===== src/fetch_pkg.sv =====
package fetch_pkg;

    ////////////////////////////////////////////////////
    // widths

    localparam int unsigned FIP_W   = 28;   // va[31:4]
    localparam int unsigned LINE_W  = 128;
    localparam int unsigned VPN_W   = 20;
    localparam int unsigned PFN_W   = 3;    // 15-bit physical space
    localparam int unsigned IDX_W   = 4;    // 16 lines per bank
    localparam int unsigned TAG_W   = 6;
    localparam int unsigned PLINE_W = 11;   // pa[14:4]

    localparam int unsigned PAGE_LINE_W = FIP_W - VPN_W;  // lines within a 4k page
    localparam int unsigned UPPER_W     = TAG_W - PFN_W;  // line bits above the index

    ////////////////////////////////////////////////////
    // fetch address views

    // seen by the tlb
    typedef struct packed {
        logic [VPN_W-1:0]       vpn;
        logic [PAGE_LINE_W-1:0] line;
    } fip_page_t;

    // seen by the cache bank
    typedef struct packed {
        logic [VPN_W-1:0]   vpn;
        logic [UPPER_W-1:0] upper;
        logic [IDX_W-1:0]   idx;
        logic               par;   // va[4], even/odd bank
    } fip_cache_t;

    typedef union packed {
        fip_page_t  page;
        fip_cache_t cache;
    } fip_u;

    ////////////////////////////////////////////////////
    // next address source

    typedef enum logic [1:0] {
        SEQ     = 2'd0,
        BRANCH  = 2'd1,
        RESTEER = 2'd2,
        INIT    = 2'd3
    } redirect_sel_t;

endpackage


===== src/fetch_bank_if.sv =====
`timescale 1ns/1ps

interface fetch_bank_if;

    fetch_pkg::fip_u              fip;
    logic [fetch_pkg::LINE_W-1:0] line;
    logic                         miss;
    logic                         tlb_miss;
    logic                         prot_fault;

    // address bank drives the lookup
    modport source (
        output fip,
        input  line, miss, tlb_miss, prot_fault
    );

    // cache bank answers in the same cycle
    modport sink (
        input  fip,
        output line, miss, tlb_miss, prot_fault
    );

endinterface


===== src/icache_bank.sv =====
`timescale 1ns/1ps

module icache_bank #(
    parameter int TLB_ENTRIES = 8,
    parameter bit PARITY      = 1'b0
) (
    input  logic                                    clk,
    input  logic                                    arst_n_i,
    fetch_bank_if.sink                              bank,
    input  logic [fetch_pkg::VPN_W*TLB_ENTRIES-1:0] tlb_vp_i,
    input  logic [fetch_pkg::VPN_W*TLB_ENTRIES-1:0] tlb_pf_i,
    input  logic [TLB_ENTRIES-1:0]                  tlb_v_i,
    input  logic [TLB_ENTRIES-1:0]                  tlb_pcd_i,
    input  logic                                    fill_valid_i,
    input  logic [fetch_pkg::PLINE_W-1:0]           fill_pline_i,
    input  logic [fetch_pkg::LINE_W-1:0]            fill_line_i
);

    localparam int unsigned IDX_W  = fetch_pkg::IDX_W;
    localparam int unsigned TAG_W  = fetch_pkg::TAG_W;
    localparam int unsigned LINE_W = fetch_pkg::LINE_W;
    localparam int unsigned LINES  = 2 ** IDX_W;

    logic [LINE_W-1:0] data_q [LINES];
    logic [TAG_W-1:0]  tag_q  [LINES];
    logic [LINES-1:0]  valid_q;

    logic [fetch_pkg::PFN_W-1:0] pfn;
    logic                        tlb_miss;
    logic                        prot_fault;
    logic                        xlate_ok;
    logic [IDX_W-1:0]            rd_idx;
    logic [TAG_W-1:0]            rd_tag;
    logic                        tag_hit;
    logic                        fill_en;
    logic [IDX_W-1:0]            wr_idx;
    logic [TAG_W-1:0]            wr_tag;

    ////////////////////////////////////////////////////
    // translation

    itlb_lookup #(
        .TLB_ENTRIES (TLB_ENTRIES)
    ) i_itlb_lookup (
        .fip_i        (bank.fip),
        .tlb_vp_i     (tlb_vp_i),
        .tlb_pf_i     (tlb_pf_i),
        .tlb_v_i      (tlb_v_i),
        .tlb_pcd_i    (tlb_pcd_i),
        .pfn_o        (pfn),
        .tlb_miss_o   (tlb_miss),
        .prot_fault_o (prot_fault)
    );

    assign xlate_ok = !tlb_miss && !prot_fault;

    ////////////////////////////////////////////////////
    // lookup, same cycle as the address

    assign rd_idx  = bank.fip.cache.idx;
    assign rd_tag  = {pfn, bank.fip.cache.upper};   // physical line bits above index
    assign tag_hit = valid_q[rd_idx] && (tag_q[rd_idx] == rd_tag);

    assign bank.tlb_miss   = tlb_miss;
    assign bank.prot_fault = prot_fault;
    assign bank.miss       = xlate_ok && !tag_hit;
    assign bank.line       = (xlate_ok && tag_hit) ? data_q[rd_idx] : '0;

    ////////////////////////////////////////////////////
    // fill

    // pline = {tag, idx, parity}
    assign fill_en = fill_valid_i && (fill_pline_i[0] == PARITY);
    assign wr_idx  = fill_pline_i[IDX_W:1];
    assign wr_tag  = fill_pline_i[fetch_pkg::PLINE_W-1 -: TAG_W];

    always_ff @(posedge clk or negedge arst_n_i) begin
        if (!arst_n_i) begin
            valid_q <= '0;
        end else if (fill_en) begin
            valid_q[wr_idx] <= 1'b1;
        end
    end

    always_ff @(posedge clk) begin
        if (fill_en) begin
            data_q[wr_idx] <= fill_line_i;
            tag_q[wr_idx]  <= wr_tag;
        end
    end

endmodule


===== src/itlb_lookup.sv =====
`timescale 1ns/1ps

module itlb_lookup #(
    parameter int TLB_ENTRIES = 8
) (
    input  fetch_pkg::fip_u                                  fip_i,
    input  logic [fetch_pkg::VPN_W*TLB_ENTRIES-1:0]          tlb_vp_i,
    input  logic [fetch_pkg::VPN_W*TLB_ENTRIES-1:0]          tlb_pf_i,
    input  logic [TLB_ENTRIES-1:0]                           tlb_v_i,
    input  logic [TLB_ENTRIES-1:0]                           tlb_pcd_i,
    output logic [fetch_pkg::PFN_W-1:0]                      pfn_o,
    output logic                                             tlb_miss_o,
    output logic                                             prot_fault_o
);

    localparam int unsigned VPN_W = fetch_pkg::VPN_W;
    localparam int unsigned PFN_W = fetch_pkg::PFN_W;

    logic             hit;
    logic             hit_pcd;
    logic [VPN_W-1:0] hit_pf;

    ////////////////////////////////////////////////////
    // fully associative match

    // scan downward so the lowest matching entry is the one kept
    always_comb begin
        hit     = 1'b0;
        hit_pcd = 1'b0;
        hit_pf  = '0;
        for (int i = TLB_ENTRIES - 1; i >= 0; i--) begin
            if (tlb_v_i[i] && (tlb_vp_i[i*VPN_W +: VPN_W] == fip_i.page.vpn)) begin
                hit     = 1'b1;
                hit_pcd = tlb_pcd_i[i];
                hit_pf  = tlb_pf_i[i*VPN_W +: VPN_W];
            end
        end
    end

    // only the low frame bits exist in the physical space
    assign pfn_o = hit_pf[PFN_W-1:0];

    assign tlb_miss_o = !hit;

    // pcd page is mmio, no instruction fetch from it
    assign prot_fault_o = hit && hit_pcd;

endmodule


===== src/flat_wrapper.sv =====
// flat-port wrapper written by rule: the top's interface ports become plain ports
module icache_bank_flat 
#(
    parameter int TLB_ENTRIES = 8,
    parameter bit PARITY      = 1'b0
)
  (clk, arst_n_i, tlb_vp_i, tlb_pf_i, tlb_v_i, tlb_pcd_i, fill_valid_i, fill_pline_i, fill_line_i, bank_fip, bank_line, bank_miss, bank_tlb_miss, bank_prot_fault);
  fetch_bank_if bank_i ();
  input  logic clk;
  input  logic arst_n_i;
  input  logic [fetch_pkg::VPN_W*TLB_ENTRIES-1:0] tlb_vp_i;
  input  logic [fetch_pkg::VPN_W*TLB_ENTRIES-1:0] tlb_pf_i;
  input  logic [TLB_ENTRIES-1:0] tlb_v_i;
  input  logic [TLB_ENTRIES-1:0] tlb_pcd_i;
  input  logic fill_valid_i;
  input  logic [fetch_pkg::PLINE_W-1:0] fill_pline_i;
  input  logic [fetch_pkg::LINE_W-1:0] fill_line_i;
  input wire logic [$bits(bank_i.fip)-1:0] bank_fip;
  output wire logic [$bits(bank_i.line)-1:0] bank_line;
  output wire logic [$bits(bank_i.miss)-1:0] bank_miss;
  output wire logic [$bits(bank_i.tlb_miss)-1:0] bank_tlb_miss;
  output wire logic [$bits(bank_i.prot_fault)-1:0] bank_prot_fault;
  assign bank_i.fip = bank_fip;
  assign bank_line = bank_i.line;
  assign bank_miss = bank_i.miss;
  assign bank_tlb_miss = bank_i.tlb_miss;
  assign bank_prot_fault = bank_i.prot_fault;
  icache_bank #(.TLB_ENTRIES(TLB_ENTRIES), .PARITY(PARITY)) u_core (.clk(clk), .arst_n_i(arst_n_i), .bank(bank_i), .tlb_vp_i(tlb_vp_i), .tlb_pf_i(tlb_pf_i), .tlb_v_i(tlb_v_i), .tlb_pcd_i(tlb_pcd_i), .fill_valid_i(fill_valid_i), .fill_pline_i(fill_pline_i), .fill_line_i(fill_line_i));
endmodule

===== config.mk =====
export PLATFORM = sky130hd
export DESIGN_NAME = icache_bank_flat
export DESIGN_NICKNAME = d
export VERILOG_FILES = /design/src/fetch_pkg.sv /design/src/fetch_bank_if.sv /design/src/icache_bank.sv /design/src/itlb_lookup.sv /design/src/flat_wrapper.sv
export SDC_FILE = /design/constraint.sdc
export NUM_CORES = 2
export LEC_CHECK = 0
export ABC_CLOCK_PERIOD_IN_PS = 4960
export BUFFER_PORTS_ARGS = -buffer_cell sky130_fd_sc_hd__buf_2
export CORE_UTILIZATION = 45
export CTS_BUF_LIST = sky130_fd_sc_hd__clkbuf_8
export DETAILED_ROUTE_END_ITERATION = 7
export SLEW_MARGIN = 0
export SYNTH_ARGS = -nofsm -noshare
export SYNTH_HDL_FRONTEND = slang
export SYNTH_SLANG_ARGS = --single-unit
export TNS_END_PERCENT = 5

===== constraint.sdc =====
create_clock -name clk -period 4.96 [get_ports clk]
set_clock_uncertainty 0.1 [all_clocks]
set_input_delay 0.992 -clock clk [delete_from_list [all_inputs] [get_ports clk]]
set_output_delay 0.992 -clock clk [all_outputs]
set_load 0.005 [all_outputs]

Word-level counts from Yosys, hierarchy flattened

Memory sizes are Yosys's and may differ from the RTL's.
Index checks and enable logic that the tools add are counted.

$lt $le $gt $ge: 3
Eq/ne operators: 9
Muxes and demuxes: 31
Bitwise operators: 2
Reductions and logical operators: 18

Operator list:

| operator                                                           | count |
|---|---|
| == test 20 bit                                                     | 8 |
| 2-to-1 mux 128 bit                                                 | 1 |
| 2-to-1 mux 3 bit                                                   | 8 |
| 2-to-1 mux 1 bit                                                   | 20 |
| OR 16 bit                                                          | 1 |
| logical AND 1 bit                                                  | 15 |
| less-than comparator 4 x 5 -> 1 bit (second input constant)        | 2 |
| == test 6 bit                                                      | 1 |
| binary-select mux 1 bit (select 4 bit)                             | 1 |
| demux 1 bit (select 4 bit)                                         | 1 |
| greater-or-equal comparator 4 x 1 -> 1 bit (second input constant) | 1 |
| logical NOT 1 bit                                                  | 3 |
| NOT 1 bit                                                          | 1 |

Bits in registers: 16
Bits in writable memories: 2,144
Bits of input ports: 506
Output and inout port bits: 131
Word-level logic and storage cells: 66
Memories kept: 2

Memories:

| name          | depth | width | rd ports | clocked after Yosys merged registers in | write ports | line              | text |
|---|---|---|---|---|---|---|---|
| u_core.data_q | 16    | 128   | 1        | 0                                       | 1           | icache_bank.sv:24 | `logic [LINE_W-1:0] data_q [LINES];` |
| u_core.tag_q  | 16    | 6     | 1        | 0                                       | 1           | icache_bank.sv:25 | `logic [TAG_W-1:0] tag_q [LINES];` |

Depth between registers and ports, before layout

Word-level depth: 15
Depth in mapped cells: 14
Depth with buffers taken out: 9

Cells and area by module

A second synthesis with hierarchy kept.

Cell total of the unflattened synthesis: 3,715
Area total of the unflattened synthesis: 84,788.8 µm²

By module, submodules not included:

| module      | times used | cells each | area an instance (µm²) | seq. area each (µm²) |
|---|---|---|---|---|
| icache_bank | 1          | 3,409      | 82,441.6               | 64,782.1 |
| itlb_lookup | 1          | 306        | 2,347.3                | 0.0 |

Worst setup path before layout

Ideal clock, no wire load.

Path kind: input port to flip-flop
Start: input port fill_pline_i[0] (netlist bit)
End: register u_core.valid_q[0]
Setup time: 0.123 ns
Data arrival time: 11.446 ns
Required time: 4.737 ns
Setup slack: -6.709 ns
Stages on the path: 4
Path buffers: 0
Path through: nand2b_1 or3_1 nor3_1 or2_2

Word-level cells in the longest chain between the ends: 2

RTL lines:

| what                            | line               | text |
|---|---|---|
| from (decl)                     | flat_wrapper.sv:16 | `input logic [fetch_pkg::PLINE_W-1:0] fill_pline_i;` |
| NOT 1 bit                       | icache_bank.sv:73  | `assign fill_en = fill_valid_i && (fill_pline_i[0] == PARITY);` |
| logical AND 1 bit               | icache_bank.sv:73  |  |
| to (signal assigned)            | icache_bank.sv:79  | `valid_q <= '0;` |
| to (signal, indexed assignment) | icache_bank.sv:81  | `valid_q[wr_idx] <= 1'b1;` |
| to (decl)                       | icache_bank.sv:26  | `logic [LINES-1:0] valid_q;` |

No other way between the ends.
A chain may end at the register's enable or synchronous reset.

Worst setup path after layout

Start: input port bank_fip[14]
End: output port bank_line[84]

Word-level cells in the longest chain between the ends: 15
Elaborated cells between the ends (all ways): 47
Those cells by class: eq/ne: 9; mux: 25; reduce/logical: 13

RTL lines:

| what                                                    | line               | text |
|---|---|---|
| from (decl)                                             | flat_wrapper.sv:18 | `input wire logic [$bits(bank_i.fip)-1:0] bank_fip;` |
| branches (longest 13 deep; another with == test 20 bit) | --                 |  |
| logical AND 1 bit (*)                                   | icache_bank.sv:67  | `assign bank.line = (xlate_ok && tag_hit) ? data_q[rd_idx] : '0;` |
| 2-to-1 mux 128 bit (*)                                  | icache_bank.sv:67  |  |
| to (decl)                                               | flat_wrapper.sv:19 | `output wire logic [$bits(bank_i.line)-1:0] bank_line;` |

Mark *: on every way between the ends.

==> run summary <==
fin util - 0.527
Static Leak - 32.9 nW
die footprint - 0.191 mm^2
clock buffer depth - 4
area delta synth->final - 16.4%
first-pass GRT wire length - 304000 um
FMAX - 182 MHz
cells after synthesis - 3657
number of setup violations in the final report - 129
Req. time, crit path - 3870 ps
Max Fanout on Critical Path - 11
status - complete, but fails checks
root buffer cell - clkbuf_8
crit end category - output pin
final max-slew violation count - 0
Initial DRC Count - 3525
initial antenna violation count - 71
filler cell count in the final layout - 14600
Die H - 436 um
Post-synth EDFFs - 2144
vias post-DR - 41700
critical path class - primary input to output pin
Multi-input gate area - 0.0193 mm^2
syn nets - 4163
GR Overflow Total - 0
CP peak stage delay - 600 ps
row count - 159
largest net degree at the start of global routing - 136
H-Tree Depth - 5
nets@finish - 5058
post-synth cell types - 57
Critical Path AT - 4400 ps
Initial Util - 0.453
total global-route track usage - 0.221
number of port buffers - 499
antenna viol nets, final - 0
worst vdd ir - 0.000280 V
clk sinks - 2160
# DRC - 0
share of cells above drive strength 1 - 0.387
Worst Setup Start Kind - primary input
total core area - 0.188 mm^2
critical path, cell by cell - buf_2 -> buf_4 -> xor2_1 -> or4_1 -> or4_4 -> o2111a_1 -> a2bb2oi_1 -> a311oi_4 -> mux2i_1 -> o221a_4 -> buf_12 -> clkbuf_16 -> and3_1 -> buf_2
Ports - 637
worst skew pair latency - 980 ps
yosys warns - 0
Top FF cell, synth - edfxtp_1
vias in the first global route - 43800
Initial DRT Pass Iterations - 5
routed wire length - 211000 um
Max-Cap Viols - 0
PD cells - 372 mW/mm^2
final cell count without fillers - 7334
sequential area share after synthesis - 0.763
placed cell count - 6671
total power - 36.7 mW
minimum clock period - 5500 ps
CTS buffer count - 366
clk slew on worst S/H paths - 60 ps
Slew HR - 0.293
Routed wire per std cell - 28.8 um
width of the die - 436 um
min-delay worst type - primary input to flop
via/cell ratio - 5.69
Slowest cell on crit path - or4_4
Tightest Pin Transition - 1060 ps
setup ws final - -536 ps
Top Family by Delay on Critical Path - simple AND/OR/NAND/NOR gates
WP buf/inv - 5
GPL Wtd Cong - 0.899
hold slack - 223 ps
RSZ-0062 raised after global routing - yes
average cell area after synthesis - 23.2 um^2
CTS tree - built
Async S/R FF share, synth - 0.00741
fin crit share - 1.11
CP dominant cell by count - buf_2
failing checks - negative setup slack
area of the mapped netlist - 0.0849 mm^2
final hold viol count - 0
#FFs+latches synth - 2160
Reg area - 0.0648 mm^2
r2r setup slk - 4060 ps
HPWL after detailed placement - 112000 um
-- path summary, 6_finish.rpt --
check | startpoint | end | cells past startpoint
worst max-delay path | bank_fip[14] | bank_line[84] | 14
worst min-delay path | fill_line_i[86] | u_core.data_q[5][86] | 1
worst max register to register | u_core.valid_q[14] | u_core.valid_q[14] | 1
worst min register to register | u_core.valid_q[5] | u_core.valid_q[5] | 1
max in group asynchronous | arst_n_i | u_core.valid_q[8] | 2
min in group asynchronous | arst_n_i | u_core.valid_q[1] | 2
-- kinds of logic (layout without fill, tap and decap cells) --
kind of cell           Yosys count  in the layout  share of synthesized area
XOR/XNOR                       166            166                     0.0171
buffers and inverters          212           1363                     0.0126
flip-flops                    2160           2160                      0.763
AND/OR/NAND/NOR                357            357                     0.0248
other                            0             31                          0
AO/OA/AOI/OAI                   80             80                    0.00682
multiplexers                   682            682                      0.176
-- stage by stage --
stage | TNS (ps) | instance area (um^2) | setup WS (ps)
floorplan | -909740 | 85000 | -606
finish | -58220 | 98800 | -536
detailed placement | -77500 | 92100 | -794
global placement | -76700 | 92100 | -769
global route | -74670 | 98800 | -654
CTS | -60790 | 98600 | -557
-- layout by cell type (no fill, tap or decap), drive strengths merged, types with 8 or more instances in the layout --
cell type / netlist / layout
edfxtp: 2144 / 2144
buf: 102 / 730
mux4: 650 / 650
clkbuf: 106 / 384
and3: 133 / 133
inv: 4 / 125
xnor2: 111 / 111
clkinv: 0 / 111
xor2: 55 / 55
nand4: 39 / 39
mux2i: 32 / 32
diode: 0 / 31
nor2: 28 / 28
nor2b: 25 / 25
a21oi: 25 / 25
nor4: 25 / 25
a211oi: 23 / 23
nand2: 21 / 21
nand3: 19 / 19
or2: 18 / 18
dfrtp: 16 / 16
nor3: 15 / 15
nand2b: 11 / 11
bufinv: 0 / 8
-- area by class of cell --
type / count / share of cell area
clock inverter: 244 / 0.0120
antenna: 31 / 0.000785
multi-input combinational: 1285 / 0.196
sequential: 2160 / 0.655
clock buffer: 380 / 0.0529
timing repair buffer: 735 / 0.0515
inverter: 4 / 0.000152
tap: 2495 / 0.0316
-- power breakdown --
group | internal, mW | switching, mW | total [mW]
clock network | 7.44 | 6.78 | 14.2
registers | 20.3 | 0.0560 | 20.4
logic | 0.988 | 1.15 | 2.14
total | 28.8 | 7.99 | 36.7
-- per-layer routing --
| metal | global-route usage | wire, um | up-vias | part of all wire |
|---|---|---|---|---|
| met1 | 0.300 | 87300 | 22400 | 0.41 |
| met3 | 0.0396 | 12400 | 364 | 0.059 |
| li1 | - | - | 17500 | - |
| met2 | 0.365 | 107000 | 1482 | 0.50 |
| met4 | 0.0690 | 4950 | 24 | 0.023 |
| met5 | 0 | 144 | - | 0.00068 |
-- cells in the mapped netlist, types with 2 or more instances --
library cell  count  area [um^2]
a211o_1           2         17.5
a211oi_1         23          173
a21oi_1          25          125
a221oi_1          4         35.0
a31o_2            2         17.5
and3_1          133          832
and4_1            2         17.5
buf_1             6         22.5
buf_2            78          390
buf_4             2         15.0
buf_6             5         56.3
buf_8            10          150
clkbuf_1        105          394
dfrtp_1          16          400
edfxtp_1       2144        64400
inv_1             4         15.0
mux2i_1          32          320
mux4_2          650        14600
nand2_1          21         78.8
nand2b_1         11         68.8
nand3_1          19         95.1
nand3b_1          4         30.0
nand4_1          39          244
nor2_1           28          105
nor2b_1          25          156
nor3_1           15         75.1
nor4_1           25          156
o21a_1            2         15.0
o21ai_0           7         35.0
or2_2            18          113
or3_1             4         25.0
or3b_2            2         17.5
or4_1             6         45.0
xnor2_1         111          972
xor2_1           55          482
-- sequential cells by signal (all words and copies together), names as in the netlist --
name,flops
u_core.tag_q,96
u_core.data_q,2048
u_core.valid_q,16
-- repair_timing --
action	4_1_cts	5_1_grt
setup endpoints to repair	129	129
pin swaps	1	3
hold buffers	1	0
gates cloned	0	5
buffers inserted	0	2
hold endpoints to repair	16	0
gates resized for setup	11	11
(Power assumes the default switching activity.)
