--- config.mk ---
export PLATFORM = sky130hd
export DESIGN_NAME = fetch_redirect_decode_flat
export DESIGN_NICKNAME = d
export VERILOG_FILES = /design/src/fetch_pkg.sv /design/src/fetch_redirect_if.sv /design/src/fetch_redirect_decode.sv /design/src/flat_wrapper.sv
export SDC_FILE = /design/constraint.sdc
export NUM_CORES = 1
export LEC_CHECK = 0
export ABC_AREA = 1
export BUFFER_PORTS_ARGS = -buffer_cell sky130_fd_sc_hd__buf_2
export CAP_MARGIN = 10
export CORE_MARGIN = 4
export CORE_UTILIZATION = 30
export DETAILED_ROUTE_END_ITERATION = 6
export GPL_TIMING_DRIVEN = 0
export PLACE_DENSITY = 0.67
export RECOVER_POWER = 25
export SKIP_LAST_GASP = 1
export SYNTH_ARGS = -nofsm -noshare
export SYNTH_HDL_FRONTEND = slang
export SYNTH_SLANG_ARGS = --single-unit
--- constraint.sdc ---
create_clock -name vclk -period 1.1
set_input_delay 0.11 -clock vclk [all_inputs]
set_output_delay 0.11 -clock vclk [all_outputs]
set_load 0.02 [all_outputs]
--- src/fetch_pkg.sv ---
package fetch_pkg;

    ////////////////////////////////////////////////////
    // widths

    localparam int unsigned FIP_W   = 28;   // va[31:4]
    localparam int unsigned LINE_W  = 128;
    localparam int unsigned VPN_W   = 20;
    localparam int unsigned PFN_W   = 3;    // 15-bit physical space
    localparam int unsigned IDX_W   = 4;    // 16 lines per bank
    localparam int unsigned TAG_W   = 6;
    localparam int unsigned PLINE_W = 11;   // pa[14:4]

    localparam int unsigned PAGE_LINE_W = FIP_W - VPN_W;  // lines within a 4k page
    localparam int unsigned UPPER_W     = TAG_W - PFN_W;  // line bits above the index

    ////////////////////////////////////////////////////
    // fetch address views

    // seen by the tlb
    typedef struct packed {
        logic [VPN_W-1:0]       vpn;
        logic [PAGE_LINE_W-1:0] line;
    } fip_page_t;

    // seen by the cache bank
    typedef struct packed {
        logic [VPN_W-1:0]   vpn;
        logic [UPPER_W-1:0] upper;
        logic [IDX_W-1:0]   idx;
        logic               par;   // va[4], even/odd bank
    } fip_cache_t;

    typedef union packed {
        fip_page_t  page;
        fip_cache_t cache;
    } fip_u;

    ////////////////////////////////////////////////////
    // next address source

    typedef enum logic [1:0] {
        SEQ     = 2'd0,
        BRANCH  = 2'd1,
        RESTEER = 2'd2,
        INIT    = 2'd3
    } redirect_sel_t;

endpackage

--- src/fetch_redirect_if.sv ---
`timescale 1ns/1ps

interface fetch_redirect_if;

    fetch_pkg::redirect_sel_t     sel;
    logic [fetch_pkg::FIP_W-1:0]  init_fip_even;
    logic [fetch_pkg::FIP_W-1:0]  init_fip_odd;
    logic                         is_cf;   // any redirect this cycle

    // decode side
    modport source (
        output sel,
        output init_fip_even,
        output init_fip_odd,
        output is_cf
    );

    // both address banks
    modport sink (
        input sel,
        input init_fip_even,
        input init_fip_odd,
        input is_cf
    );

endinterface

--- src/fetch_redirect_decode.sv ---
`timescale 1ns/1ps

module fetch_redirect_decode (
    input  logic [31:0]       init_addr_i,
    input  logic              is_init_i,
    input  logic              is_resteer_i,
    input  logic              is_br_i,
    fetch_redirect_if.source  redir
);

    logic [fetch_pkg::FIP_W-1:0] init_base;
    logic [fetch_pkg::FIP_W-1:0] init_next;
    logic                        init_odd_first;

    ////////////////////////////////////////////////////
    // priority, init > resteer > branch

    always_comb begin
        if (is_init_i) begin
            redir.sel = fetch_pkg::INIT;
        end else if (is_resteer_i) begin
            redir.sel = fetch_pkg::RESTEER;
        end else if (is_br_i) begin
            redir.sel = fetch_pkg::BRANCH;
        end else begin
            redir.sel = fetch_pkg::SEQ;
        end
    end

    assign redir.is_cf = (redir.sel != fetch_pkg::SEQ);

    ////////////////////////////////////////////////////
    // init line pair

    assign init_base      = init_addr_i[31:4];
    assign init_next      = init_base + 1'b1;   // one incrementer shared by both banks
    assign init_odd_first = init_addr_i[4];

    // the bank that owns the base line takes it, the other one the line after
    assign redir.init_fip_even = init_odd_first ? init_next : init_base;
    assign redir.init_fip_odd  = init_odd_first ? init_base : init_next;

endmodule

--- src/flat_wrapper.sv ---
// flat-port wrapper written by rule: the top's interface ports become plain ports
module fetch_redirect_decode_flat 
  (init_addr_i, is_init_i, is_resteer_i, is_br_i, redir_sel, redir_init_fip_even, redir_init_fip_odd, redir_is_cf);
  fetch_redirect_if redir_i ();
  input  logic [31:0] init_addr_i;
  input  logic is_init_i;
  input  logic is_resteer_i;
  input  logic is_br_i;
  output wire logic [$bits(redir_i.sel)-1:0] redir_sel;
  output wire logic [$bits(redir_i.init_fip_even)-1:0] redir_init_fip_even;
  output wire logic [$bits(redir_i.init_fip_odd)-1:0] redir_init_fip_odd;
  output wire logic [$bits(redir_i.is_cf)-1:0] redir_is_cf;
  assign redir_sel = redir_i.sel;
  assign redir_init_fip_even = redir_i.init_fip_even;
  assign redir_init_fip_odd = redir_i.init_fip_odd;
  assign redir_is_cf = redir_i.is_cf;
  fetch_redirect_decode u_core (.init_addr_i(init_addr_i), .is_init_i(is_init_i), .is_resteer_i(is_resteer_i), .is_br_i(is_br_i), .redir(redir_i));
endmodule
; ---- Yosys cells after proc, flatten, opt, wreduce, memory -nomap -nowiden
; Index checks and enable logic that the tools add are counted.
[word_totals]
regBits = 0
latch_bits = 0
mem_bits_rw = 0
mem_bits_ro = 0
input_bits = 35
output_inout_bits = 59
word_cells = 7
n_memories = 0
[op_classes]
n_addsub = 1
multipliers = 0
div_mod_pow = 0
order_cmp = 0
eq_ne = 0
shift = 0
n_mux = 5
bitwise = 0
reduce_logical = 1
[ops]
columns = cell, n
row1 = 28-bit two-way mux, 2
row2 = "28-bit by 1-bit adder with 28-bit output, second input constant", 1
row3 = 2-bit two-way mux, 2
row4 = 2-bit nonzero test, 1
row5 = 1-bit two-way mux, 1

; ---- Longest topological paths before layout
; Gate-level depths: netlist of the first run.
[logic_depth]
ltp_word = 4
mapped_depth = 10
ltp_nobuf = 10

; ---- Worst setup path after synthesis of the first run
; OpenSTA, ideal clock, no wires.
[synth_timing]
kind = input port to output port
start = input init_addr_i[4]
end = output redir_init_fip_even[8]
arrival_ps = 1224
required_time_ps = 990
slack_ps = -234
stages = 6
n_path_buf = 0
path_cell_list = ha_1 nand2_1 nor2_1 nand2_2 xor2_1 o21ai_0
[synth_via]
elab_chain_cells = 2
[synth_rtl]
columns = element, line_no
row1 = "start, declared", flat_wrapper.sv:5  ; input logic [31:0] init_addr_i;
row2 = 28-bit by 1-bit adder with 28-bit output, fetch_redirect_decode.sv:36  ; assign init_next = init_base + 1'b1;
row3 = 28-bit two-way mux (*), fetch_redirect_decode.sv:40  ; assign redir.init_fip_even = init_odd_first ? init_next : init_base;
row4 = "end, declared", flat_wrapper.sv:10  ; output wire logic [$bits(redir_i.init_fip_even)-1:0] redir_init_fip_even;
; Every way passes the cells marked *; elsewhere a longest branch is shown, timed or not.

; ---- Final worst setup path of the first run
[layout_timing]
start = input init_addr_i[11]
end = output redir_init_fip_even[24]
[layout_via]
elab_chain_cells = 2
[layout_rtl]
columns = element, line_no
row1 = 28-bit by 1-bit adder with 28-bit output, fetch_redirect_decode.sv:36
row2 = 28-bit two-way mux, fetch_redirect_decode.sv:40
; Every way passes these cells.

==> results.md, run 1 <==
* Status: finished, violations left
* Failing checks: negative setup slack
* Switching power at between 600 and 700 µW
* Worst min path class: in2out
* DRC at 0
* Synth unique cells at 25
* Crit share post-route at 123%
* Mean post-synth cell area at roughly 4.8 µm²
* Total vias in the final route at ~2.0k
* Most frequent CP cell: nand2_1
* Final net count at 401
* Hold buffers post-CTS at 0
* Drt first pass iters at 4
* Max Fclk at approximately 740 MHz
* Part of the power in the clock network at 0%
* Hold Path Origin: init_addr_i[19]
* GR peak layer: met2
* Placed Area at around 1800 µm²
* Slowest CP cell: nor2_4
* CP Cell Sequence: buf_4, nand2_1, nor2_4, nand2_4, nor2_4, nand2_1, nand2_1, nand2_1, nand2_1, nand2_2, buf_6
* Kind of critical path: in2out
* Worst-path maximum fanout at 4
* Critical Path Max Stage Delay at 0.19 ns
* Flop pwr share at 0%
* Die area at 4970 µm²
* Initial antenna violation count at 0
* Layout cells sized above 1 at 58.0%
* Hold Path End: redir_init_fip_even[15]
* Worst setup margin at -0.251 ns
* Met2 GRT Util at a little over a third
* Gate Count Post-Synth at between 200 and 250
* Final ANT Viol Nets at 0
* Setup violations, final at 39
* Rows at 22
* Die Y at just over 70 µm
* Hold Path Depth at 3
* HPWL after DPL at around 3.5 mm
* Total track usage at approximately a fifth
* FF+latch area at 0 µm²
* # port buffers at a little under 90
* GRT met3 Usage at under 10%
* Max Cap Viol at 0
* Crit start category: primary input
* Final Util at about 72%
* Maximum vdd drop at roughly 240 µV
* Syn Nets at approximately 280
* Pwr dens at about 420 nW/µm²
* Post-route cell area at 2680 µm²
* Area of the mapped netlist at ~1200 µm²
* Initial core utilization at around a third
* Int Pwr at 502 µW
* Gate power share at 100.0%
* Initial drt markers at about 110
* Drt wl/cell at about 14 µm
* Number of sequential cells at 0
* Worst path arrival time at ~1.2 ns
* Routability cong. at around 0.83
* Lkg Pwr at 0.00133 µW
* Crit path time final at around 1.4 ns
* Layout overhead on the synthesized area at 129%
* CP required at 0.99 ns
* Largest net degree at the start of global routing at 11
* WL final at ~5.9 mm
* Ant. Diodes at 0
* Number of global-route vias before repair at about 1.8k
* Yosys warns at 0
* Net Sw Frac at between 50% and 60%
* Clock Buffer Count at 0
* Slew Limit Fails at 0
* First-pass GRT wire length at about 8.5 mm
* DIE WIDTH at 70.5 µm
* Final Hold Viols at 0
* # IOs at 94
* Unrepaired setup endpoints after global routing: true
* Met1 Use GR at approximately a quarter
* Via density per instance at 4.90
* Core Footprint at 3720 µm²
* Critical Path Sink Type: primary output
* Total grt overflow at 0
* Post-synthesis sequential area ratio at 0%
[cells in the final DEF (no fill, tap or decap), types with 5 or more instances in the layout]
master     n
nand2_1   66
buf_4     54
xor2_1     6
buf_8      8
o21ai_1    9
nor2_2    10
nand2_2   26
o21ai_2    5
inv_1     16
buf_2     22
nand2_4   10
nand3_1   15
nand3_2    5
buf_6     34
xnor2_2    7
nor2_4    12
nor2_1    10
clkbuf_1  16
[stage by stage]
| step | total power (µW) | instances | worst slack [ns] | hold WS (ns) | setup TNS, ns |
|---|---|---|---|---|---|
| after global placement | 758 | 380 | -0.427 | 0.514 | -10.09 |
| after floorplan | 476 | 245 | -0.0583 | 0.285 | -0.195 |
| after global routing | 1180 | 410 | -0.339 | 0.518 | -8.75 |
| after CTS | 1020 | 399 | -0.181 | 0.512 | -4.25 |
| final | 1110 | 410 | -0.251 | 0.508 | -6.21 |
| after detailed placement | 763 | 380 | -0.430 | 0.519 | -10.32 |
[how the worst max path moves through the flow]
stage / from / to / slack (ns) / cells after the start
floorplan: init_addr_i[4] / redir_init_fip_odd[1] / -0.06 / 5
global placement: init_addr_i[4] / redir_init_fip_odd[1] / -0.43 / 7
detailed placement: init_addr_i[4] / redir_init_fip_odd[1] / -0.43 / 7
CTS: init_addr_i[5] / redir_init_fip_even[10] / -0.18 / 9
global route: init_addr_i[5] / redir_init_fip_even[10] / -0.34 / 9
finish: init_addr_i[11] / redir_init_fip_even[24] / -0.25 / 11
[power groups by stage]
stage / sequential [µW] / clock, µW / combinational (µW)
after floorplan: 0 / 0 / 476
after global placement: 0 / 0 / 758
after detailed placement: 0 / 0 / 763
after CTS: 0 / 0 / 1020
after global routing: 0 / 0 / 1180
final: 0 / 0 / 1110
[cell usage after synthesis, drive strengths merged]
master | number | area [µm²]
nand2 | 102 | 393
nor2 | 32 | 148
nand3 | 22 | 110
inv | 19 | 71.3
o21ai | 16 | 80.1
clkbuf | 12 | 45.0
buf | 9 | 57.6
xor2 | 8 | 70.1
xnor2 | 7 | 61.3
nand3b | 4 | 30.0
nand4 | 4 | 25.0
and2 | 2 | 13.8
conb | 2 | 7.51
ha | 2 | 25.0
clkinv | 1 | 3.75
nor3 | 1 | 16.3
o21bai | 1 | 7.51
or2 | 1 | 6.26
[timing repair]
item,CTS,global route
pin swaps,42,21
setup buffers,19,11
resized for setup,155,41
endpoints found under the setup margin,39,40
[cell type report]
cell class	count	area [µm²]
plain buffers	21	135
fillers	305	1040
inverters	20	90.1
multi-input cells	204	1380
well taps	48	60.1
repair buffers	117	1010
[critical path, delay by kind of cell]
| kind | cells | cell delay, ns |
|---|---|---|
| simple gates | 9 | 0.88 |
| buf+inv | 2 | 0.25 |
[cells by family after synthesis]
| family | after synthesis | synth area share, % |
|---|---|---|
| xor+xnor | 15 | 11.2 |
| compound gates | 17 | 7.48 |
| simple gates | 168 | 63.4 |
| buf+inv | 41 | 15.2 |
| other cells | 2 | 0.641 |
| fa+ha+maj | 2 | 2.14 |
[per-layer routing]
metal  routed length, µm  part of all wire, %  vias up
met5                   0                    0        -
met4                 142                  2.4        0
li1                    -                    -      990
met2                3100                   52       89
met1                2360                   40      913
met3                 340                  5.7       16
(Power assumes the default switching activity.)
==> run 2, diff against run 1 <==
--- a/config.mk
+++ b/config.mk
@@ -5,14 +5,14 @@
 export SDC_FILE = /design/constraint.sdc
 export NUM_CORES = 1
 export LEC_CHECK = 0
-export ABC_AREA = 1
+export ABC_AREA = 0
 export BUFFER_PORTS_ARGS = -buffer_cell sky130_fd_sc_hd__buf_2
 export CAP_MARGIN = 10
 export CORE_MARGIN = 4
 export CORE_UTILIZATION = 30
 export DETAILED_ROUTE_END_ITERATION = 6
 export GPL_TIMING_DRIVEN = 0
-export PLACE_DENSITY = 0.67
+export PLACE_DENSITY = 0.74
 export RECOVER_POWER = 25
 export SKIP_LAST_GASP = 1
 export SYNTH_ARGS = -nofsm -noshare
==> run 2 against run 1 <==
The flow still finishes with violations (negative setup slack). Combinational power decreased by 23%. Cell count decreased by 30%. First-iteration DRC count decreased by 59%. Sequential share of layout area unchanged. Synthesized cell count decreased by 45%. Worst hold slack improved by 0.0067 ns. Via count decreased by 28%. Worst setup slack got worse by 0.34 ns. Critical path type unchanged. Largest power group unchanged.
==> results.md, run 2 <==
* Total vias in the final route at 1443 (-28%)
* Met2 GRT Util at 35.5% (-0.16 points)
* Total grt overflow at 0 (unchanged)
* First-pass GRT wire length at 6.44 mm (-24%)
* Crit start category: primary input
* Worst setup margin at -0.590 ns (-0.339 ns)
* Top post-synthesis cells by count: xnor2_1 (32), nand4_1 (16), nand2_1 (14), clkbuf_1 (13), nand3_1 (8)
* Hold Path Origin: init_addr_i[16]
* Initial core utilization at 31.7% (+0.15 points)
* Yosys warns at 0 (unchanged)
* Total power draw at 855 µW (-23%)
* Ant. Diodes at 0 (unchanged)
* Initial drt markers at 45 (-59%)
* Layout overhead on the synthesized area at 170%
* Largest net degree at the start of global routing at 9 (-2)
* WL final at 4.51 mm (-24%)
* Commonest non-fill, non-tap cell in the layout: buf_4
* FF+latch area at 0 µm² (unchanged)
* GR peak layer: met2
* CP delay by family, top: simple AND/OR/NAND/NOR gates
* DRC at 0 (unchanged)
* Fill cells at 157 (-49%)
* CP Cell Sequence: buf_8, ha_4, nand3_4, or4_4, buf_4, nor2_4, xor2_2, buf_6
* Failing checks: negative setup slack
* Area of the mapped netlist at 881 µm² (-25%)
* Synth unique cells at 27 (+8.0%)
* Top cell type by total area after synthesis: xnor2_1
* Total track usage at 18.8% (-1.2 points)
* CP required at 0.99 ns (about the same)
* Slowest CP cell: or4_4
* Worst-path maximum fanout at 5 (+1)
* Number of sequential cells at 0 (unchanged)
* Drt first pass iters at 4 (unchanged)
* Worst min path class: in2out
* Met1 Use GR at 22.6% (-2.9 points)
* Max Fclk at 592 MHz (-20%)
* Critical Path Max Stage Delay at 0.57 ns (+0.38 ns)
* Multi-input logic area at 1200 µm² (-13%)
* Hold buffers post-CTS at 0 (unchanged)
* Clock Buffer Count at 0 (unchanged)
* Initial antenna violation count at 0 (unchanged)
* Syn Nets at 171 (-39%)
* Number of global-route vias before repair at 1404 (-23%)
* HPWL after DPL at 2.58 mm (-27%)
* # IOs at 94 (unchanged)
* Kind of critical path: in2out
* # port buffers at 85 (-2.3%)
* Via density per instance at 5.05 (+3.0%)
* Unrepaired setup endpoints after global routing: true
* Die area at 3870 µm² (-22%)
* Core Footprint at 2780 µm² (-25%)
* Setup violations, final at 36 (-7.7%)
* Pwr dens at 360 nW/µm² (-13%)
* Mean post-synth cell area at 6.57 µm² (+38%)
* Crit share post-route at 154% (+31 points)
* Final net count at 294 (-27%)
* Maximum vdd drop at 317 µV (+33%)
* Worst path arrival time at 1.58 ns (+0.34 ns)
* Drt wl/cell at 15.8 µm (+8.7%)
* Lkg Pwr at 0.00116 µW (-13%)
* Critical Path Sink Type: primary output
* Most frequent cells in the layout: buf_4 (53), buf_2 (38), xnor2_2 (21), buf_6 (19), clkbuf_1 (18)
* Max Cap Viol at 0 (unchanged)
* Crit path time final at 1.69 ns (+0.339 ns)
* Post-synthesis sequential area ratio at 0% (unchanged)
* Top post-synthesis cells by area: xnor2_1 (32%), nand4_1 (11%), nand2_1 (6.0%)
* GRT met3 Usage at 3.42% (+1.3 points)
* Status: finished, violations left
* Die Y at 62.2 µm (-12%)
* Final Util at 85.4% (+13 points)
* Gate Count Post-Synth at 134 (-45%)
* Layout cells sized above 1 at 71.4% (+13 points)
* Slew Limit Fails at 0 (unchanged)
* Rows at 19 (-14%)
* Routability cong. at 0.743 (-10%)
* Worst Setup SP: init_addr_i[4]
* Share of the synthesized area in the top cell type at 31.8% (+0.41 points)
* Final ANT Viol Nets at 0 (unchanged)
* Final Hold Viols at 0 (unchanged)
* Count leader, synth: xnor2_1
* Worst Path Buf+Inv at 3 (+1)
* DIE WIDTH at 62.2 µm (-12%)
## run 2: cell count changes after synthesis, sizes merged, moves of 6 or more
cell   change
inv       -15
nand3     -13
nor2      -25
nor3       +6
nand4     +13
nand2     -88
o21ai     -16
xnor2     +25
## run 2: final cells by class
cell class	count	share of cell area, %
multi-input combinational	109	50.6
timing repair buffer	122	39.8
buffer	19	6.06
inverter	5	1.90
tap	31	1.63
## run 2: layer usage
layer | wire length [µm] | vias to the layer above
met5 | 0 | -
met4 | 48 | 0
met3 | 331 | 6
met2 | 2520 | 68
met1 | 1610 | 677
li1 | - | 692
## run 2: cells by family after synthesis
logic type                 share of synthesized area, %
AOI/OAI and AO/OA                                  1.85
xor gates and xnor gates                           37.8
adders and majority gates                          2.84
buffers and inverters                              15.2
other                                             0.853
and+or+nand+nor                                    41.5
## run 2: path summary, 6_finish.rpt
check,to,slack (ns),cells past startpoint
worst min-delay path,redir_init_fip_even[12],0.52,3
worst max-delay path,redir_init_fip_even[12],-0.59,8
## run 2: what timing repair did
item                                    CTS  global route
endpoints found under the setup margin   35            36
pin swaps                                26            25
buffers inserted                         22            16
gates resized for setup                  81            42
## run 2: report_power, final
group | leakage (µW) | internal (µW) | switching [µW]
logic | 0.00116 | 411 | 444
registers | 0 | 0 | 0
clock network | 0 | 0 | 0
## run 2: metrics by stage
step | hold slack [ns] | instances | TNS, ns | area (µm²) | worst slack [ns]
floorplan | 0.286 | 134 | -7.96 | 1190 | -0.456
global placement | 0.524 | 250 | -19.78 | 1660 | -0.792
detailed placement | 0.525 | 250 | -19.85 | 1660 | -0.801
CTS | 0.506 | 272 | -12.48 | 2120 | -0.636
global route | 0.517 | 286 | -15.69 | 2370 | -0.615
finish | 0.515 | 286 | -13.24 | 2370 | -0.590
==> run 3, diff against run 2 <==
--- a/config.mk
+++ b/config.mk
@@ -18,3 +18,4 @@
 export SYNTH_ARGS = -nofsm -noshare
 export SYNTH_HDL_FRONTEND = slang
 export SYNTH_SLANG_ARGS = --single-unit
+export TNS_END_PERCENT = 1
==> run 3 against run 2 <==
The run still ends with negative setup slack left. First-iteration DRC count decreased by 44%. Cell count is 9.8% lower. Wire length down 31%. Die area is the same. Combinational power decreased by 28%. Non-clock buffer count down 28. Critical endpoint is now redir_init_fip_even[20]. Largest cell class unchanged.
==> results.md, run 3 (synthesized netlist as in run 2, its figures left out) <==
* Ant. Diodes at 0 (unchanged)
* Total track usage at 14.7% (-4.1 points)
* Number of global-route vias before repair at 1090 (-22%)
* Worst setup margin at -0.583 ns (+0.00669 ns)
* HPWL after DPL at 2.51 mm (-2.7%)
* Net Sw Frac at 59.9% (+8.0 points)
* Setup TNS at -13.38 ns (-0.141 ns)
* Slew Limit Fails at 0 (unchanged)
* Failing checks: negative setup slack
* Switching power at 368 µW (-17%)
* DIE WIDTH at 62.2 µm (unchanged)
* Layout overhead on the synthesized area at 83.1%
* Max Cap Viol at 0 (unchanged)
* Least-Margin Pin Slew at 0.530 ns
* Clock Buffer Count at 0 (unchanged)
* Final non-filler cell total at 258 (-9.8%)
* Routability cong. at 0.735 (-1.1%)
* # IOs at 94 (unchanged)
* CP required at 0.99 ns (about the same)
* Final Hold Viols at 0 (unchanged)
* Headroom to the max-slew limit at between 60% and 70%
* Crit share post-route at 153% (-0.61 points)
* Placed Cells at 250 (unchanged)
* Total grt overflow at 0 (unchanged)
* Pwr dens at 381 nW/µm² (+5.8%)
* Worst min path class: in2out
* Int Pwr at 246 µW (-40%)
* FF+latch area at 0 µm² (unchanged)
* Largest net degree at the start of global routing at 11 (+2)
* Multi-input logic area at 912 µm² (-24%)
* Final ANT Viol Nets at 0 (unchanged)
* Final net count at 266 (-9.5%)
* Crit path time final at 1.68 ns (-0.00669 ns)
* Total vias in the final route at 1224 (-15%)
* Gate power share at 100.0% (about the same)
* # port buffers at 85 (unchanged)
* Part of the power in the clock network at 0% (unchanged)
* Via density per instance at 4.74 (-6.0%)
* Layout cells sized above 1 at 54.2% (-17 points)
* First-pass GRT wire length at 5.00 mm (-22%)
* Initial antenna violation count at 0 (unchanged)
* Flop pwr share at 0% (unchanged)
* Maximum vdd drop at 223 µV (-30%)
* Most frequent cells in the layout: buf_2 (78), xnor2_1 (22), clkbuf_1 (18), nand4_1 (16), nand2_1 (12)
* Worst-path maximum fanout at 5 (unchanged)
* Crit start category: primary input
* Die Y at 62.2 µm (unchanged)
* Rows at 19 (unchanged)
* Number of sequential cells at 0 (unchanged)
* Initial core utilization at 31.7% (unchanged)
* Unrepaired setup endpoints after global routing: true
* Status: finished, violations left
* Pre-CTS setup slack at -0.895 ns (-0.0941 ns)
* Commonest non-fill, non-tap cell in the layout: buf_2
* DRC at 0 (unchanged)
* Lkg Pwr at 0.000759 µW (-35%)
* Drt first pass iters at 4 (unchanged)
* Hold Path Depth at 3 (unchanged)
* Drt wl/cell at 12.1 µm (-23%)
* Worst path arrival time at 1.57 ns (about the same)
* Max Fclk at 594 MHz (+0.40%)
* Total power draw at 614 µW (-28%)
* Critical Path Sink Type: primary output
* Initial drt markers at 25 (-44%)
* Fill cells at 270 (+72%)
* Core Footprint at 2780 µm² (unchanged)
* Die area at 3870 µm² (unchanged)
* Setup violations, final at 36 (unchanged)
* Kind of critical path: in2out
* WL final at 3.13 mm (-31%)
run 3: cell count changes in the layout (fill, tap and decap cells not counted), sizes merged:
cell,previous run,this run
buf,122,92
clkbuf,19,21
run 3: critical path, cell delays in order:
cell and delay, ns:
buf_8 0.08, ha_4 0.14, nand3_4 0.08, or4_4 0.59
or3b_4 0.39, nand2_2 0.08, buf_6 0.11
run 3: repair_timing:
action                                  CTS  global route
pin swaps                                 4             7
gates resized for setup                  13            13
hold buffers                              0             0
endpoints found under the setup margin   35            37
buffers inserted                          3             6
run 3: worst paths after layout:
check	from	to	slack, ns
min	is_init_i	redir_sel[0]	0.54
max	init_addr_i[5]	redir_init_fip_even[20]	-0.58
run 3: power by group through the flow:
stage | clock [µW] | sequential (µW) | combinational, µW
2_1_floorplan | 0 | 0 | 348
3_3_place_gp | 0 | 0 | 579
3_5_place_dp | 0 | 0 | 583
4_1_cts | 0 | 0 | 604
5_1_grt | 0 | 0 | 663
6_report | 0 | 0 | 614
run 3: area by class of cell:
| type | count | share of cell area [%] |
|---|---|---|
| buffer | 19 | 5.51 |
| inverter | 5 | 2.79 |
| multi-input combinational | 109 | 56.6 |
| tap | 31 | 2.40 |
| timing repair buffer | 94 | 32.7 |
run 3: layer usage:
layer  up-vias  GRT usage [%]  wire length (µm)
met3         0           3.06               317
met4         0              0                 0
met2        52           27.6              1600
li1        634              -                 -
met5         -              0                 0
met1       538           17.9              1210
run 3: per-stage QoR:
step	util, %	hold slack (ns)	area, µm²
5_1_grt	58.0	0.560	1610
3_3_place_gp	52.3	0.526	1450
4_1_cts	54.8	0.541	1530
6_report	58.0	0.536	1610
2_1_floorplan	-	0.319	990
3_5_place_dp	52.3	0.541	1450
